### config.mk
export PLATFORM = sky130hd
export DESIGN_NAME = dcache_top
export DESIGN_NICKNAME = d
export VERILOG_FILES = /design/src/common/dcache_pkg.sv /design/src/dcache/dcache_frame_array.sv /design/src/dcache/dcache_flush_counter.sv /design/src/dcache/dcache_ctrl.sv /design/src/dcache_top.sv
export VERILOG_INCLUDE_DIRS = /design/src /design/src/common
export SDC_FILE = /design/constraint.sdc
export NUM_CORES = 2
export LEC_CHECK = 0
export ABC_AREA = 0
export BUFFER_PORTS_ARGS = -buffer_cell sky130_fd_sc_hd__buf_2
export CAP_MARGIN = 10
export CELL_PAD_IN_SITES_DETAIL_PLACEMENT = 1
export CELL_PAD_IN_SITES_GLOBAL_PLACEMENT = 1
export CORE_MARGIN = 2
export CORE_UTILIZATION = 55
export CTS_BUF_LIST = sky130_fd_sc_hd__clkbuf_8
export DETAILED_ROUTE_END_ITERATION = 10
export GPL_TIMING_DRIVEN = 0
export PLACE_DENSITY_LB_ADDON = 0.1
export SLEW_MARGIN = 15
export SYNTH_ARGS = -nofsm -noshare
export SYNTH_HDL_FRONTEND = slang
export SYNTH_SLANG_ARGS = --single-unit
### constraint.sdc
create_clock -name CLK -period 14.3 [get_ports CLK]
set_clock_uncertainty 0.1 [all_clocks]
set_input_delay 2.86 -clock CLK [delete_from_list [all_inputs] [get_ports CLK]]
set_output_delay 2.86 -clock CLK [all_outputs]
set_load 0.01 [all_outputs]
### src/common/dcache_consts.svh
`ifndef DCACHE_CONSTS_SVH
`define DCACHE_CONSTS_SVH

// Data word and byte address width
`define DCACHE_WORD_W 32

// Set index width for eight sets per way
`define DCACHE_IDX_W 3

// Tag width that is left of the address after the index, block and byte offsets
`define DCACHE_TAG_W 26

`define DCACHE_WAYS 2

`endif

### src/common/dcache_pkg.sv
`include "dcache_consts.svh"

package dcache_pkg;

  typedef logic [`DCACHE_WORD_W-1:0] word_t;

  // Byte address split into its cache fields
  typedef struct packed {
    logic [`DCACHE_TAG_W-1:0] tag;
    logic [`DCACHE_IDX_W-1:0] idx;
    logic                     blkoff;
    logic [1:0]               bytoff;
  } dcachef_t;

  typedef struct packed {
    logic                     valid;
    logic                     dirty;
    logic [`DCACHE_TAG_W-1:0] tag;
    word_t [1:0]              data;
  } dcache_frame_t;

  // Command from the controller to one way
  typedef struct packed {
    dcachef_t addr;
    logic     clear_valid;
    logic     set_valid;
    logic     clear_dirty;
    logic     set_dirty;
    logic     write_tag;
    logic     wen;
    word_t    wdat;
  } frame_ctrl_t;

  typedef struct packed {
    logic     ren;
    logic     wen;
    logic     halt;
    dcachef_t addr;
    word_t    store;
  } core_req_t;

  typedef struct packed {
    logic  dhit;
    word_t load;
    logic  flushed;
  } core_rsp_t;

  typedef struct packed {
    logic  dren;
    logic  dwen;
    logic  cctrans;
    logic  ccwrite;
    word_t daddr;
    word_t dstore;
  } bus_req_t;

  typedef struct packed {
    logic     dwait;
    word_t    dload;
    logic     ccwait;
    logic     ccinv;
    dcachef_t ccsnoopaddr;
  } bus_rsp_t;

endpackage

### src/dcache/dcache_frame_array.sv
`timescale 1ns/1ps
`include "dcache_consts.svh"

module dcache_frame_array
  import dcache_pkg::*;
(
  input  logic          CLK,
  input  logic          nRST,
  input  frame_ctrl_t   ctrl,
  input  dcachef_t      snoopaddr,
  output logic          hit,
  output dcache_frame_t hitframe,
  output logic          snoophit,
  output dcache_frame_t snoopframe
);

  localparam int N_SETS = 1 << `DCACHE_IDX_W;

  logic [N_SETS-1:0]        valid;
  logic [N_SETS-1:0]        dirty;
  logic [`DCACHE_TAG_W-1:0] tags [N_SETS];
  word_t [1:0]              data [N_SETS];

  // State bits of each frame
  always_ff @(posedge CLK, negedge nRST)
  begin
    if (!nRST)
    begin
      valid <= '0;
      dirty <= '0;
    end
    else
    begin
      if (ctrl.clear_valid)
        valid[ctrl.addr.idx] <= 1'b0;
      else if (ctrl.set_valid)
        valid[ctrl.addr.idx] <= 1'b1;

      if (ctrl.clear_dirty)
        dirty[ctrl.addr.idx] <= 1'b0;
      else if (ctrl.set_dirty)
        dirty[ctrl.addr.idx] <= 1'b1;
    end
  end

  always_ff @(posedge CLK)
  begin
    if (ctrl.write_tag)
      tags[ctrl.addr.idx] <= ctrl.addr.tag;
    if (ctrl.wen)
      data[ctrl.addr.idx][ctrl.addr.blkoff] <= ctrl.wdat; // One word of the block
  end

  // Two independent lookups, one for the core side and one for the snoop side
  assign hitframe = '{
    valid: valid[ctrl.addr.idx],
    dirty: dirty[ctrl.addr.idx],
    tag:   tags[ctrl.addr.idx],
    data:  data[ctrl.addr.idx]
  };

  assign snoopframe = '{
    valid: valid[snoopaddr.idx],
    dirty: dirty[snoopaddr.idx],
    tag:   tags[snoopaddr.idx],
    data:  data[snoopaddr.idx]
  };

  assign hit      = hitframe.valid && (hitframe.tag == ctrl.addr.tag);
  assign snoophit = snoopframe.valid && (snoopframe.tag == snoopaddr.tag);

endmodule

### src/dcache/dcache_flush_counter.sv
`timescale 1ns/1ps
`include "dcache_consts.svh"

module dcache_flush_counter (
  input  logic                     CLK,
  input  logic                     nRST,
  input  logic                     step,
  output logic                     way,
  output logic [`DCACHE_IDX_W-1:0] idx,
  output logic                     last
);

  localparam int WAY_W = $clog2(`DCACHE_WAYS);
  localparam int CNT_W = WAY_W + `DCACHE_IDX_W;

  logic [CNT_W-1:0] cnt;

  // Frame number during a flush walk
  always_ff @(posedge CLK, negedge nRST)
  begin
    if (!nRST)
      cnt <= '0;
    else if (step)
      cnt <= cnt + 1'b1;
  end

  // Both ways of a set are visited before moving on
  assign way  = cnt[0];
  assign idx  = cnt[CNT_W-1:WAY_W];
  assign last = &cnt; // Sixteenth frame

endmodule

### src/dcache/dcache_ctrl.sv
`timescale 1ns/1ps
`include "dcache_consts.svh"

module dcache_ctrl
  import dcache_pkg::*;
(
  input  logic                     CLK,
  input  logic                     nRST,
  input  core_req_t                req,
  output core_rsp_t                rsp,
  output bus_req_t                 bus_out,
  input  bus_rsp_t                 bus_in,
  output frame_ctrl_t              ctrl0,
  output frame_ctrl_t              ctrl1,
  input  logic                     hit0,
  input  logic                     hit1,
  input  logic                     snoophit0,
  input  logic                     snoophit1,
  input  dcache_frame_t            frame0,
  input  dcache_frame_t            frame1,
  input  dcache_frame_t            snoopframe0,
  input  dcache_frame_t            snoopframe1,
  input  logic                     flush_way,
  input  logic [`DCACHE_IDX_W-1:0] flush_idx,
  input  logic                     flush_last,
  output logic                     flush_step
);

  localparam int N_SETS = 1 << `DCACHE_IDX_W;

  typedef enum logic [4:0] {
    IDLE, CHOOSE_EVICT, EVICT_WB1, EVICT_WB2,
    BUSRD1, BUSRD2, BUSRDX1, BUSRDX2,
    QUICK_READ, QUICK_WRITE,
    SNOOP_MISS, SNOOP_HIT_M1, SNOOP_HIT_M2, SNOOP_HIT_S1, SNOOP_HIT_S2,
    CHECK_FRAME_DIRTY, FLUSH_WB1, FLUSH_WB2, FLUSHED
  } state_t;

  state_t              state, nxt_state, snoop_state;
  logic                way_sel, nxt_way_sel; // Way being hit or filled
  logic                snoop_way;
  logic                flush_done;
  logic [N_SETS-1:0]   lru, nxt_lru;
  frame_ctrl_t [1:0]   fc;
  dcache_frame_t [1:0] fr, sfr;
  logic [1:0]          hit, shit;
  logic                snoop_entry, beat_done, victim;
  dcache_frame_t       sel_frame, snp_frame;
  dcachef_t            snp_addr;

  function automatic dcachef_t blk_addr(input logic [`DCACHE_TAG_W-1:0] tag,
                                        input logic [`DCACHE_IDX_W-1:0] idx,
                                        input logic                     blkoff);
    dcachef_t a;
    a.tag    = tag;
    a.idx    = idx;
    a.blkoff = blkoff;
    a.bytoff = 2'b00;
    return a;
  endfunction

  assign hit       = {hit1, hit0};
  assign shit      = {snoophit1, snoophit0};
  assign fr        = {frame1, frame0};
  assign sfr       = {snoopframe1, snoopframe0};
  assign ctrl0     = fc[0];
  assign ctrl1     = fc[1];
  assign sel_frame = fr[way_sel];
  assign snp_frame = sfr[snoop_way];
  assign snp_addr  = bus_in.ccsnoopaddr;

  // Snoops only break in where no bus beat has been given away yet
  assign snoop_entry = bus_in.ccwait && (state inside {IDLE, CHOOSE_EVICT, EVICT_WB1,
                       BUSRD1, BUSRDX1, CHECK_FRAME_DIRTY, FLUSH_WB1, FLUSHED});
  assign beat_done = ~bus_in.dwait && !snoop_entry;

  always_comb
  begin
    if (!fr[0].valid)
      victim = 1'b0;
    else if (!fr[1].valid)
      victim = 1'b1;
    else
      victim = lru[req.addr.idx];
  end

  always_comb
  begin
    snoop_state = SNOOP_MISS;
    if ((shit[0] && sfr[0].dirty) || (shit[1] && sfr[1].dirty))
      snoop_state = SNOOP_HIT_M1;
    else if (|shit)
      snoop_state = SNOOP_HIT_S1;
  end

  always_ff @(posedge CLK, negedge nRST)
  begin
    if (!nRST)
    begin
      state      <= IDLE;
      way_sel    <= 1'b0;
      snoop_way  <= 1'b0;
      flush_done <= 1'b0;
      lru        <= '0;
    end
    else
    begin
      state   <= nxt_state;
      way_sel <= nxt_way_sel;
      lru     <= nxt_lru;
      if (snoop_entry)
        snoop_way <= ~shit[0];
      if (nxt_state == FLUSHED)
        flush_done <= 1'b1; // Held through any later snoop
    end
  end

  always_comb
  begin
    nxt_state   = state;
    nxt_way_sel = way_sel;
    if (snoop_entry)
      nxt_state = snoop_state;
    else
      case (state)
        IDLE:
        begin
          if (req.halt)
            nxt_state = CHECK_FRAME_DIRTY;
          else if ((req.ren || req.wen) && (|hit))
          begin
            nxt_way_sel = ~hit[0];
            if (req.ren)
              nxt_state = QUICK_READ;
            else if (fr[~hit[0]].dirty)
              nxt_state = QUICK_WRITE;
            else
              nxt_state = BUSRDX1; // Clean line must be claimed exclusive first
          end
          else if (req.ren || req.wen)
            nxt_state = CHOOSE_EVICT;
        end
        CHOOSE_EVICT:
        begin
          nxt_way_sel = victim;
          if (fr[victim].valid && fr[victim].dirty)
            nxt_state = EVICT_WB1;
          else
            nxt_state = req.ren ? BUSRD1 : BUSRDX1;
        end
        EVICT_WB1:    if (beat_done) nxt_state = EVICT_WB2;
        EVICT_WB2:    if (beat_done) nxt_state = req.ren ? BUSRD1 : BUSRDX1;
        BUSRD1:       if (beat_done) nxt_state = BUSRD2;
        BUSRD2:       if (beat_done) nxt_state = IDLE;
        BUSRDX1:      if (beat_done) nxt_state = BUSRDX2;
        BUSRDX2:      if (beat_done) nxt_state = IDLE;
        QUICK_READ:   nxt_state = IDLE;
        QUICK_WRITE:  nxt_state = IDLE;
        SNOOP_MISS:   if (!bus_in.ccwait) nxt_state = IDLE;
        SNOOP_HIT_M1: if (beat_done) nxt_state = SNOOP_HIT_M2;
        SNOOP_HIT_M2: if (beat_done) nxt_state = IDLE;
        SNOOP_HIT_S1: if (beat_done) nxt_state = SNOOP_HIT_S2;
        SNOOP_HIT_S2: if (beat_done) nxt_state = IDLE;
        CHECK_FRAME_DIRTY:
        begin
          if (fr[flush_way].dirty)
            nxt_state = FLUSH_WB1;
          else if (flush_last)
            nxt_state = FLUSHED;
        end
        FLUSH_WB1:    if (beat_done) nxt_state = FLUSH_WB2;
        FLUSH_WB2:    if (beat_done) nxt_state = CHECK_FRAME_DIRTY;
        FLUSHED:      nxt_state = FLUSHED;
        default:      nxt_state = IDLE;
      endcase
  end

  always_comb
  begin
    rsp         = '0;
    rsp.flushed = flush_done;
    bus_out     = '0;
    fc          = '0;
    fc[0].addr  = req.addr;
    fc[1].addr  = req.addr;
    nxt_lru     = lru;
    flush_step  = 1'b0;
    case (state)
      EVICT_WB1, EVICT_WB2:
      begin
        bus_out.cctrans = 1'b1;
        bus_out.dwen    = 1'b1;
        bus_out.daddr   = blk_addr(sel_frame.tag, req.addr.idx, state == EVICT_WB2);
        bus_out.dstore  = sel_frame.data[state == EVICT_WB2];
        if (state == EVICT_WB2 && beat_done)
        begin
          fc[way_sel].clear_valid = 1'b1;
          fc[way_sel].clear_dirty = 1'b1;
        end
      end
      BUSRD1, BUSRD2, BUSRDX1, BUSRDX2:
      begin
        bus_out.cctrans     = 1'b1;
        bus_out.dren        = 1'b1;
        bus_out.ccwrite     = (state == BUSRDX1) || (state == BUSRDX2);
        bus_out.daddr       = blk_addr(req.addr.tag, req.addr.idx,
                                       (state == BUSRD2) || (state == BUSRDX2));
        fc[way_sel].addr    = bus_out.daddr;
        fc[way_sel].wdat    = bus_in.dload;
        if (bus_out.ccwrite && req.addr.blkoff == fc[way_sel].addr.blkoff)
          fc[way_sel].wdat  = req.store; // Merge the store into the fill
        fc[way_sel].wen     = beat_done;
        if (fc[way_sel].addr.blkoff && beat_done)
        begin
          fc[way_sel].write_tag   = 1'b1;
          fc[way_sel].set_valid   = 1'b1;
          fc[way_sel].set_dirty   = bus_out.ccwrite;
          fc[way_sel].clear_dirty = !bus_out.ccwrite;
          rsp.dhit                = 1'b1;
          if (!bus_out.ccwrite)
            rsp.load = req.addr.blkoff ? bus_in.dload : sel_frame.data[0];
          nxt_lru[req.addr.idx]   = ~way_sel;
        end
      end
      QUICK_READ:
      begin
        rsp.dhit              = 1'b1;
        rsp.load              = sel_frame.data[req.addr.blkoff];
        nxt_lru[req.addr.idx] = ~way_sel;
      end
      QUICK_WRITE:
      begin
        fc[way_sel].wen       = 1'b1;
        fc[way_sel].wdat      = req.store;
        rsp.dhit              = 1'b1;
        nxt_lru[req.addr.idx] = ~way_sel;
      end
      SNOOP_HIT_M1, SNOOP_HIT_M2, SNOOP_HIT_S1, SNOOP_HIT_S2:
      begin
        bus_out.cctrans = 1'b1;
        bus_out.ccwrite = (state == SNOOP_HIT_M1) || (state == SNOOP_HIT_M2);
        bus_out.daddr   = blk_addr(snp_addr.tag, snp_addr.idx,
                                   (state == SNOOP_HIT_M2) || (state == SNOOP_HIT_S2));
        bus_out.dstore  = snp_frame.data[bus_out.daddr[2]];
        if (bus_out.daddr[2] && beat_done)
        begin
          fc[snoop_way].addr        = snp_addr;
          fc[snoop_way].clear_dirty = 1'b1; // Memory now holds the block
          fc[snoop_way].clear_valid = bus_in.ccinv;
        end
      end
      CHECK_FRAME_DIRTY:
      begin
        fc[flush_way].addr.idx = flush_idx;
        flush_step = !snoop_entry && !fr[flush_way].dirty && !flush_last;
      end
      FLUSH_WB1, FLUSH_WB2:
      begin
        fc[flush_way].addr.idx = flush_idx;
        bus_out.cctrans        = 1'b1;
        bus_out.dwen           = 1'b1;
        bus_out.daddr          = blk_addr(fr[flush_way].tag, flush_idx, state == FLUSH_WB2);
        bus_out.dstore         = fr[flush_way].data[state == FLUSH_WB2];
        if (state == FLUSH_WB2 && beat_done)
          fc[flush_way].clear_dirty = 1'b1;
      end
      default: ;
    endcase
  end

endmodule

### src/dcache_top.sv
`timescale 1ns/1ps
`include "dcache_consts.svh"

module dcache_top
  import dcache_pkg::*;
(
  input  logic      CLK,
  input  logic      nRST,
  input  core_req_t req,
  output core_rsp_t rsp,
  output bus_req_t  bus_out,
  input  bus_rsp_t  bus_in
);

  frame_ctrl_t              ctrl0, ctrl1;
  logic                     hit0, hit1;
  logic                     snoophit0, snoophit1;
  dcache_frame_t            frame0, frame1;
  dcache_frame_t            snoopframe0, snoopframe1;
  logic                     flush_way, flush_last, flush_step;
  logic [`DCACHE_IDX_W-1:0] flush_idx;

  dcache_ctrl i_ctrl (
    .CLK         (CLK),
    .nRST        (nRST),
    .req         (req),
    .rsp         (rsp),
    .bus_out     (bus_out),
    .bus_in      (bus_in),
    .ctrl0       (ctrl0),
    .ctrl1       (ctrl1),
    .hit0        (hit0),
    .hit1        (hit1),
    .snoophit0   (snoophit0),
    .snoophit1   (snoophit1),
    .frame0      (frame0),
    .frame1      (frame1),
    .snoopframe0 (snoopframe0),
    .snoopframe1 (snoopframe1),
    .flush_way   (flush_way),
    .flush_idx   (flush_idx),
    .flush_last  (flush_last),
    .flush_step  (flush_step)
  );

  dcache_flush_counter i_flush_counter (
    .CLK  (CLK),
    .nRST (nRST),
    .step (flush_step),
    .way  (flush_way),
    .idx  (flush_idx),
    .last (flush_last)
  );

  // Both ways see the same snoop address
  dcache_frame_array i_way0 (
    .CLK        (CLK),
    .nRST       (nRST),
    .ctrl       (ctrl0),
    .snoopaddr  (bus_in.ccsnoopaddr),
    .hit        (hit0),
    .hitframe   (frame0),
    .snoophit   (snoophit0),
    .snoopframe (snoopframe0)
  );

  dcache_frame_array i_way1 (
    .CLK        (CLK),
    .nRST       (nRST),
    .ctrl       (ctrl1),
    .snoopaddr  (bus_in.ccsnoopaddr),
    .hit        (hit1),
    .hitframe   (frame1),
    .snoophit   (snoophit1),
    .snoopframe (snoopframe1)
  );

endmodule

==> summary.md <==
| Metric | Value |
|---|---|
| Total of max-cap violations | `0` |
| Hold Buf Count CTS | `0` |
| CTS tree | `done` |
| R2r endpoint | `i_way0.data[5][26]` |
| Post-CTS Resized | `0` |
| RSZ-0062 raised after global routing | `no` |
| Fraction of layout cells with a size suffix above 1 | `21.38%` |
| CTS buffer count | `235` |
| Most common cell after layout, fill and taps aside | `edfxtp_1` |
| Commonest cells after routing, fill and taps aside | `1440 x edfxtp_1, 477 x o22ai_1, 442 x mux4_2` |
| Slew headroom | `6.785%` |
| DRT iter0 DRCs | `12059` |
| Failing checks | `negative setup slack` |
| Setup TNS | `-1.207 ns` |
| Mapped Area | `73520 µm²` |
| Critical Path Start | `bus_in[4]` |
| Post-CTS Setup Bufs | `0` |
| Max Freq | `68.28 MHz` |
| Input/output buffers | `229` |
| Via/cell ratio | `8.103` |
| Drt wl/cell | `50.11 µm` |
| Endpoint, Worst Hold | `i_ctrl.lru[1]` |
| R2r startpoint | `i_ctrl.state[0]` |
| Register Area | `44540 µm²` |
| Die area | `136600 µm²` |
| Wl on met1 | `114600 µm` |
| Worst Hold Path Cells | `2` |
| Core footprint | `133100 µm²` |
| Final Worst Setup Slack | `-0.3448 ns` |
| Die span in y | `369.6 µm` |
| Hold path startpoint | `i_ctrl.lru[1]` |
| Die Wd | `369.6 µm` |
| Final Hold Fails | `0` |
| Largest net degree at the start of global routing | `53` |
| Synth warn | `0` |
| Clock Path Buffers | `3` |
| Remaining routing DRC violations | `0` |
| Pwr Density | `238.1 nW/µm²` |
| Clock-pin slew on the worst setup and hold paths | `0.06 ns` |
| GPL Wtd Cong | `1.097` |
| WL met2 | `159600 µm` |
| Final period util | `102.4%` |
| Met3 wire len | `53380 µm` |
| Top Layer Used | `met5` |
| Root Driver | `clkbuf_8` |
| Leakage | `28.96 nW` |
| WP data required | `11.34 ns` |
| First-pass GRT wire length | `508500 µm` |
| Slew Viols, Final | `0` |
| Critical Path AT | `11.68 ns` |
| Starting density of the core | `55.23%` |
| Final Net Count | `5739` |
| Multi-input combinational cell area | `27600 µm²` |
| Kind of critical path | `primary input to primary output` |
| Hold Path Class | `register to register` |
| Distinct cells, synth | `76` |
| Number of synthesized flops with an enable pin | `1440` |
| # setup viols final | `8` |
| CTS HTree Levels | `4` |
| Synth Flop Type | `edfxtp_1` |
| Post-synthesis sequential area ratio | `60.58%` |
| Vias | `61435` |
| Vias in the first global route | `60044` |
| Avg Synthesized Cell Area | `14.51 µm²` |
| Reg-to-reg setup timing slack | `6.05 ns` |
| Ports | `238` |
| Maximum vdd drop | `0.0001685 V` |
| ANT nets after route | `0` |
| Overflow after GRT | `0` |
| Initial antenna violation count | `46` |
| Yosys top cell by area | `edfxtp_1` |
| Final HPWL DP | `277000 µm` |
| Area share of the largest cell type after synthesis | `58.81%` |
| Pre-CTS WS | `0.1711 ns` |
| Synth area leaders | `edfxtp_1 59%, mux4_2 14%, mux2i_1 5.4%, o22ai_1 4.1%, nand2_1 2.0%` |
| Gr usage total | `55.39%` |
| Startpoint Class | `primary input` |
| Syn-to-layout area delta | `13.59%` |
| WL final | `379900 µm` |
| #FFs+latches synth | `1492` |
| Async S/R FF share, synth | `3.485%` |
| Worst-Skew Late Latency | `1.02 ns` |
| Row cnt | `134` |
| Minimum clock period | `14.64 ns` |
| Fill cells | `12510` |
| Crit path max fanout | `10` |
| Setup crit end kind | `primary output` |
| Clk sink count | `1492` |
| Worst Tran Pin Value | `1.398 ns` |
| Drt pass-1 iters | `7` |
| Worst R2R Path Depth | `14` |
| Status | `complete, but fails checks` |
| Mapped Cells | `5067` |
-- power by group --
part           switching [mW]  leakage [nW]  internal [mW]
clock network            1.87          2.57           1.77
registers              0.0492          14.2           5.01
logic                    8.32          12.2           2.86
total                    10.2          29.0           9.65
-- kinds of logic after synthesis --
kind of cell	Yosys count	share of synthesized area [%]
AOI/OAI and AO/OA	1141	10.35
xor gates and xnor gates	107	1.275
adders and majority gates	1	0.01702
buffers and inverters	441	2.384
DFF	1492	60.58
muxes	861	19.28
other	1	0.005100
and+or+nand+nor	1023	6.099
-- worst max path at each step --
| stage | cells past startpoint | endpoint | slack, ns |
|---|---|---|---|
| finish | 18 | bus_out[20] | -0.34 |
| global route | 18 | bus_out[20] | 0.20 |
| CTS | 19 | bus_out[11] | 0.15 |
| detailed placement | 19 | bus_out[11] | 0.17 |
| global placement | 12 | bus_out[16] | -0.17 |
| floorplan | 10 | bus_out[30] | 4.13 |
-- through the flow --
stage	utilization (%)	hold WS, ns	power, mW	instances	instance area, µm²
6_report	62.74	0.4261	19.89	7582	83520
5_1_grt	62.69	0.4470	19.84	7556	83450
4_1_cts	62.63	0.4250	18.91	7551	83380
3_5_place_dp	59.25	0.4097	15.33	7131	78870
3_3_place_gp	57.76	0.3618	14.99	7065	76890
2_1_floorplan	-	0.3320	10.51	5068	73530
-- state kept, by name, summed over array words and instances, names as in the netlist, named ones only --
signal and count:
i_way0.data 512, i_way1.data 512, i_way0.tags 208, i_way1.tags 208, i_ctrl.lru 8, i_ctrl.state 5, i_flush_counter.cnt 4, i_ctrl.flush_done 1
i_ctrl.snoop_way 1, i_ctrl.way_sel 1
-- routing by layer --
| layer | global-route usage, % | up-vias |
|---|---|---|
| met1 | 63.86 | 30351 |
| met4 | 57.35 | 26 |
| met3 | 17.60 | 2071 |
| met5 | 0.7123 | - |
| li1 | - | 21889 |
| met2 | 79.52 | 7098 |
-- synthesized netlist by cell type (4+ instances only) --
library cell  number
clkbuf_1         253
o211ai_1          31
a221oi_1          21
buf_2             30
nand2b_1          10
a221o_1            7
o21a_1             5
a22o_1            70
o32ai_1            4
o221ai_1          47
and2_1             4
nor2b_1            5
nand2_1          383
buf_1            106
a21oi_1          155
a31oi_1           34
o31ai_1            4
nor4_1            16
dfrtp_1           52
o311ai_0           7
a211oi_1           9
xor2_1            37
mux4_2           442
o22ai_1          477
nand4_1           20
a21o_1             4
o21ai_0          115
mux2_2            22
xnor2_1           70
a22oi_1           67
a222oi_1          23
a311oi_1          10
or4_1             50
nor2_1           376
inv_1             36
nor3_1            29
mux2i_1          396
o22a_1            19
nand3_1           78
buf_4             10
or3_1             17
and3_1            12
a31o_2            11
edfxtp_1        1440
-- layout make-up --
| type | instances | area share (%) |
|---|---|---|
| Antenna cell | 29 | 0.08689 |
| Clock inverter | 178 | 1.413 |
| Multi-Input combinational cell | 3135 | 33.05 |
| Buffer | 402 | 2.027 |
| Clock buffer | 242 | 3.988 |
| Inverter | 39 | 0.1753 |
| Timing Repair Buffer | 297 | 3.275 |
| Tap cell | 1768 | 2.649 |
| Sequential cell | 1492 | 53.33 |
-- critical path, stage by stage --
cell,delay (ns)
buf_2,0.16
clkbuf_1,0.92
o21ai_0,0.26
o21ai_0,0.63
nand2_1,0.55
clkbuf_1,0.57
clkbuf_1,0.49
nand2_1,0.22
clkbuf_1,0.63
buf_1,0.89
clkbuf_1,0.86
o22ai_1,0.24
nor2_1,0.19
nand2_1,0.32
mux2i_1,0.44
nor2_1,0.08
o311ai_1,1.02
buf_2,0.30
Note: power is estimated with default switching activity, not from simulation.
